### src/design/pix_pkg.sv
`default_nettype none

package pix_pkg;

    // ====================
    // Widths
    // ====================

    localparam int block_bits = 3;
    localparam int pix_bits   = 12;
    localparam int word_bits  = 16;

    // ====================
    // Commands
    // ====================

    // External command strobe
    typedef enum logic [1:0] {
        cmd_none    = 2'b00,
        cmd_capture = 2'b01,
        cmd_readout = 2'b10,
        cmd_stop    = 2'b11
    } pix_cmd_e;

    // Frame store operation
    typedef enum logic [1:0] {
        ram_none  = 2'b00,
        ram_write = 2'b01,
        ram_read  = 2'b10,
        ram_stop  = 2'b11
    } ram_op_e;

    typedef struct packed {
        ram_op_e               op;
        logic [block_bits-1:0] block;
    } ram_cmd_t;

    // ====================
    // Data
    // ====================

    // Sensor pins as sampled on pix_dclk
    typedef struct packed {
        logic [pix_bits-1:0] d;
        logic                fv;
        logic                lv;
    } pix_in_t;

    // FIFO and memory word, pixel in the low bits
    typedef logic [word_bits-1:0] pix_word_t;

endpackage

`default_nettype wire

### src/design/pix_capture.sv
`timescale 1ns/100ps
`default_nettype none

module pix_capture (
    input  logic               pix_dclk,
    input  logic               arst_n,
    input  pix_pkg::pix_in_t   pix,
    input  logic               start_toggle,
    output logic               fifo_flush,
    input  logic               fifo_flush_done,
    input  logic               fifo_w_ready,
    output logic               fifo_w_trigger,
    output pix_pkg::pix_word_t fifo_w_data
);

    import pix_pkg::*;

    typedef enum logic [2:0] {
        s_idle,
        s_flush,
        s_wait_flush,
        s_wait_fv_low,
        s_wait_fv_high,
        s_stream
    } state_t;

    state_t  state;
    pix_in_t pix_q;
    logic    start_pulse;
    logic    flush_done_pulse;
    logic    in_frame;

    // Pin registers
    always_ff @(posedge pix_dclk or negedge arst_n) begin
        if (!arst_n) pix_q <= '0;
        else         pix_q <= pix;
    end

    toggle_pulse u_start_sync (
        .clk       (pix_dclk),
        .arst_n    (arst_n),
        .toggle_in (start_toggle),
        .pulse     (start_pulse)
    );

    toggle_pulse u_flush_done_sync (
        .clk       (pix_dclk),
        .arst_n    (arst_n),
        .toggle_in (fifo_flush_done),
        .pulse     (flush_done_pulse)
    );

    // The first sample with fv high is already part of the frame
    assign in_frame       = (state == s_stream) || (state == s_wait_fv_high);
    assign fifo_w_trigger = in_frame && pix_q.fv && pix_q.lv;
    assign fifo_w_data    = pix_word_t'(pix_q.d);

    always_ff @(posedge pix_dclk or negedge arst_n) begin
        if (!arst_n) begin
            state      <= s_idle;
            fifo_flush <= 1'b0;
        end else if (start_pulse) begin
            state <= s_flush;
        end else begin
            case (state)
                s_flush: begin
                    fifo_flush <= !fifo_flush;
                    state      <= s_wait_flush;
                end
                s_wait_flush:   if (flush_done_pulse) state <= s_wait_fv_low;
                // Skip the rest of a frame already in progress
                s_wait_fv_low:  if (!pix_q.fv) state <= s_wait_fv_high;
                s_wait_fv_high: if (pix_q.fv) state <= s_stream;
                s_stream:       if (!pix_q.fv) state <= s_idle;
                default: ;
            endcase
        end
    end

endmodule

`default_nettype wire

### src/design/toggle_pulse.sv
`timescale 1ns/100ps
`default_nettype none

module toggle_pulse (
    input  logic clk,
    input  logic arst_n,
    input  logic toggle_in,
    output logic pulse
);

    // Two synchronizer stages, then the previous synchronized level
    logic [1:0] sync;
    logic       last;

    always_ff @(posedge clk or negedge arst_n) begin
        if (!arst_n) begin
            sync <= 2'b00;
            last <= 1'b0;
        end else begin
            sync <= {sync[0], toggle_in};
            last <= sync[1];
        end
    end

    // One cycle high for every change of the toggle
    assign pulse = sync[1] ^ last;

endmodule

`default_nettype wire

### config.mk
export PLATFORM = sky130hd
export DESIGN_NAME = pix_capture
export DESIGN_NICKNAME = d
export VERILOG_FILES = /design/src/design/pix_pkg.sv /design/src/design/pix_capture.sv /design/src/design/toggle_pulse.sv
export SDC_FILE = /design/constraint.sdc
export NUM_CORES = 1
export LEC_CHECK = 0
export BUFFER_PORTS_ARGS = -buffer_cell sky130_fd_sc_hd__buf_4
export CORE_MARGIN = 2
export CORE_UTILIZATION = 45
export CTS_BUF_LIST = sky130_fd_sc_hd__clkbuf_16
export DETAILED_ROUTE_END_ITERATION = 10
export MAX_ROUTING_LAYER = met4
export PLACE_DENSITY = 0.75
export SETUP_SLACK_MARGIN = 0.4
export SLEW_MARGIN = 20
export SYNTH_ARGS = -nofsm -noshare
export SYNTH_HDL_FRONTEND = slang
export SYNTH_HIERARCHICAL = 1
export SYNTH_SLANG_ARGS = --single-unit
### constraint.sdc
create_clock -name pix_dclk -period 1.4 [get_ports pix_dclk]
set_input_delay 0.28 -clock pix_dclk [delete_from_list [all_inputs] [get_ports pix_dclk]]
set_output_delay 0.28 -clock pix_dclk [all_outputs]
set_load 0.05 [all_outputs]
==> flow_metrics.env <==
export IMPL_comb_power_share=0.279
export IMPL_dr_pass1_iters=2
export IMPL_antenna_found_initial=0
export IMPL_crit_type="reg -> out"
export IMPL_rrSetupSlack_ns=0.08
export IMPL_crit_path_start_kind="flop"
export IMPL_synth_top_area_cell="dfrtp_1"
export IMPL_path_cells="inv_2 -> ha_4 -> and3_4 -> buf_8"
export IMPL_drc=0
export IMPL_dieWidth_um=48.9
export IMPL_start_util=0.471
export IMPL_whs_endpoint="u_flush_done_sync/sync[0]"
export IMPL_grt_overflow=0
export IMPL_totalWireLength_um=1450
export IMPL_finalCritPeriodShare=1.01
export IMPL_h_tree_depth=1
export IMPL_min_period_ns=1.41
export IMPL_die_h_um=48.9
export IMPL_grt_pass1_vias=566
export IMPL_row_count=16
export IMPL_fmax_mhz=709
export IMPL_synth_seq_cells=24
export IMPL_violations="setup timing"
export IMPL_crit_fanout=2
export IMPL_ant_nets=0
export IMPL_synth_edff_count=0
export IMPL_pwr_share_seq=0.416
export IMPL_hp_class="in -> reg"
export IMPL_grt_max_degree=25
export IMPL_yosysSeqAreaShare=0.663
export IMPL_clock_root_buffer="clkbuf_16"
export IMPL_p_leak_nw=0.598
export IMPL_critical_path_required_ns=1.12
export IMPL_reg2regPathDepth=4
export IMPL_hold_viol_final=0
export IMPL_vias=526
export IMPL_nNetsFinal=112
export IMPL_syn_to_final_growth_pct=39.8
export IMPL_netlist_area_leader_share=0.663
export IMPL_timing_critical_path_buf_inv=2
export IMPL_design_die_area_sq_um=2390
export IMPL_async_flop_share=1.00
export IMPL_status="finished, violations left"
export IMPL_viasPerCell=4.46
export IMPL_internal_power_mw=1.39
export IMPL_yosysWarnings=6
export IMPL_clock_sinks=24
export IMPL_avgSynthCellArea_sq_um=13.9
export IMPL_syn_cell_area_sq_um=906
export IMPL_avgRoutedWirePerCell_um=12.3
export IMPL_setup_ws_ns=-0.0113
export IMPL_cpPeakStageDelay_ns=0.41
export IMPL_setup_viol=1
export IMPL_core_sq_um=1920
export IMPL_num_fill_cells=149
export IMPL_clock_path_buffers=2
export IMPL_yosys_cell_count_top_type="dfrtp_1"
export IMPL_swShare=0.283
export IMPL_arrival_ns=1.13
export IMPL_cts_buffers=3
export IMPL_rsz0062_at_grt="true"
export IMPL_grt_pass1_wl_um=2300
export IMPL_crit_family="flip-flops"
export IMPL_drive_above_1_share=0.527
export IMPL_timing_rr_end="state[0]"
export IMPL_maxCapViolCount=0
export IMPL_p_clk_frac=0.305
export IMPL_whs_path_depth=1
export IMPL_synth_area_leaders="dfrtp_1, buf_4, xor2_1"
export IMPL_final_util=0.659
export IMPL_pwr_density_cell_nw_per_um2=1530
export IMPL_slowest_stage="dfrtp_2"
export IMPL_ir_drop_mv=1.42
export IMPL_synth_top_cells_by_count="dfrtp_1, buf_4, nand3b_1, xor2_1"
export IMPL_diodes=0
export IMPL_clkLatencyLatePin_ns=0.25
export IMPL_synth_ff_type="dfrtp_1"
export IMPL_hpwl_um=926
export IMPL_timing_rr_start="state[1]"
export IMPL_p_total_mw=1.94
export IMPL_gp_congestion=0.770
export IMPL_pin_count=37
export IMPL_netlist_instances=65
export IMPL_slew_violations=0
export IMPL_hp_start="fifo_flush_done"
export IMPL_ys_types=19
export IMPL_grt_use_total=0.130
export IMPL_worstSetupEndpointType="output port"
export IMPL_cts_tree="yes"
export IMPL_p_switching_mw=0.551
export IMPL_finalClockSkew_ns=0.00446
export IMPL_drt_iter0_markers=1
export IMPL_clk_pin_slew_worst_paths_ns=0.06
export IMPL_io_buffers=31
## power by group through the flow
stage | sequential [mW] | combinational [mW] | clock, mW
after CTS | 0.806 | 0.518 | 0.607
after detailed placement | 0.824 | 0.392 | 0
after floorplan | 0.860 | 0.265 | 0
final | 0.808 | 0.542 | 0.593
after global placement | 0.820 | 0.382 | 0
after global routing | 0.814 | 0.579 | 0.633
## state kept, by name, summed over array words and instances (netlist names)
name                    count
fifo_w_data                12
state                       3
pix_q                       2
u_flush_done_sync/sync      2
u_start_sync/sync           2
fifo_flush                  1
u_flush_done_sync/last      1
u_start_sync/last           1
## cells by family after synthesis
family          synth area share
flops                      0.663
buf+inv                    0.162
compound gates            0.0608
simple gates              0.0553
xor+xnor                  0.0290
fa+ha+maj                 0.0262
other cells              0.00414
## timing repair
action                                  CTS  global route
endpoints found under the setup margin   18            18
pin swaps                                 3             2
hold buffers                              1             0
setup buffers                             4             1
endpoints found under the hold margin    24             0
resized for setup                        21             1
## worst register-to-register path: cells and delay by family, from the launching register on
family / cells / cell delay [ns]
buffers and inverters: 2 / 0.25
AO/OA/AOI/OAI: 1 / 0.26
flip-flops: 1 / 0.41
adder cells (fa/ha/maj): 1 / 0.29
## area by class of cell
class | instances | area [sq um] | share of cell area
clock buffers | 3 | 75.1 | 0.0593
clock inverters | 1 | 3.75 | 0.00296
inverters | 1 | 3.75 | 0.00296
multi-input cells | 25 | 205 | 0.162
flip-flops and latches | 24 | 604 | 0.477
well taps | 27 | 33.8 | 0.0267
repair buffers | 37 | 340 | 0.269
## how the worst max path moves through the flow
stage | start | to | slack [ns] | depth (start not counted)
floorplan | state[2] | state[0] | 0.23 | 3
global placement | state[2] | fifo_w_trigger | 0.12 | 3
detailed placement | state[1] | state[1] | 0.11 | 4
CTS | state[1] | fifo_w_trigger | -0.02 | 4
global route | state[1] | fifo_w_trigger | -0.05 | 4
finish | state[1] | fifo_w_trigger | -0.01 | 4
## per-layer routing
layer | vias up | GRT usage | share of wire
met5 | - | - | 0
met3 | 2 | 0.0429 | 0.048
met4 | 0 | 0.00952 | 0.0083
li1 | 245 | - | -
met2 | 17 | 0.249 | 0.57
met1 | 262 | 0.132 | 0.37
## placed cells by master, fill, tap and decap left out, drive strengths merged
cell type    instances
buf                 36
dfrtp               24
conb                 4
xor2                 3
nand3b               3
clkbuf               3
a21oi                2
a211oi               2
nor3                 2
inv                  1
and3                 1
nand2b               1
nor2                 1
o22ai                1
o31ai                1
a21o                 1
maj3                 1
a211o                1
ha                   1
clkinv               1
dlygate4sd3          1
## metrics by stage
step / hold WS [ns] / setup WS (ns) / instance area [sq um] / std cells / TNS, ns
finish: 0.132 / -0.0113 / 1270 / 118 / -0.0113
global placement: 0.184 / 0.121 / 1060 / 108 / 0
CTS: 0.131 / -0.0224 / 1260 / 117 / -0.0224
detailed placement: 0.190 / 0.113 / 1060 / 108 / 0
floorplan: -0.0156 / 0.229 / 933 / 68 / 0
global route: 0.126 / -0.0463 / 1270 / 118 / -0.0463
Note: power is estimated with default switching activity, not from simulation.
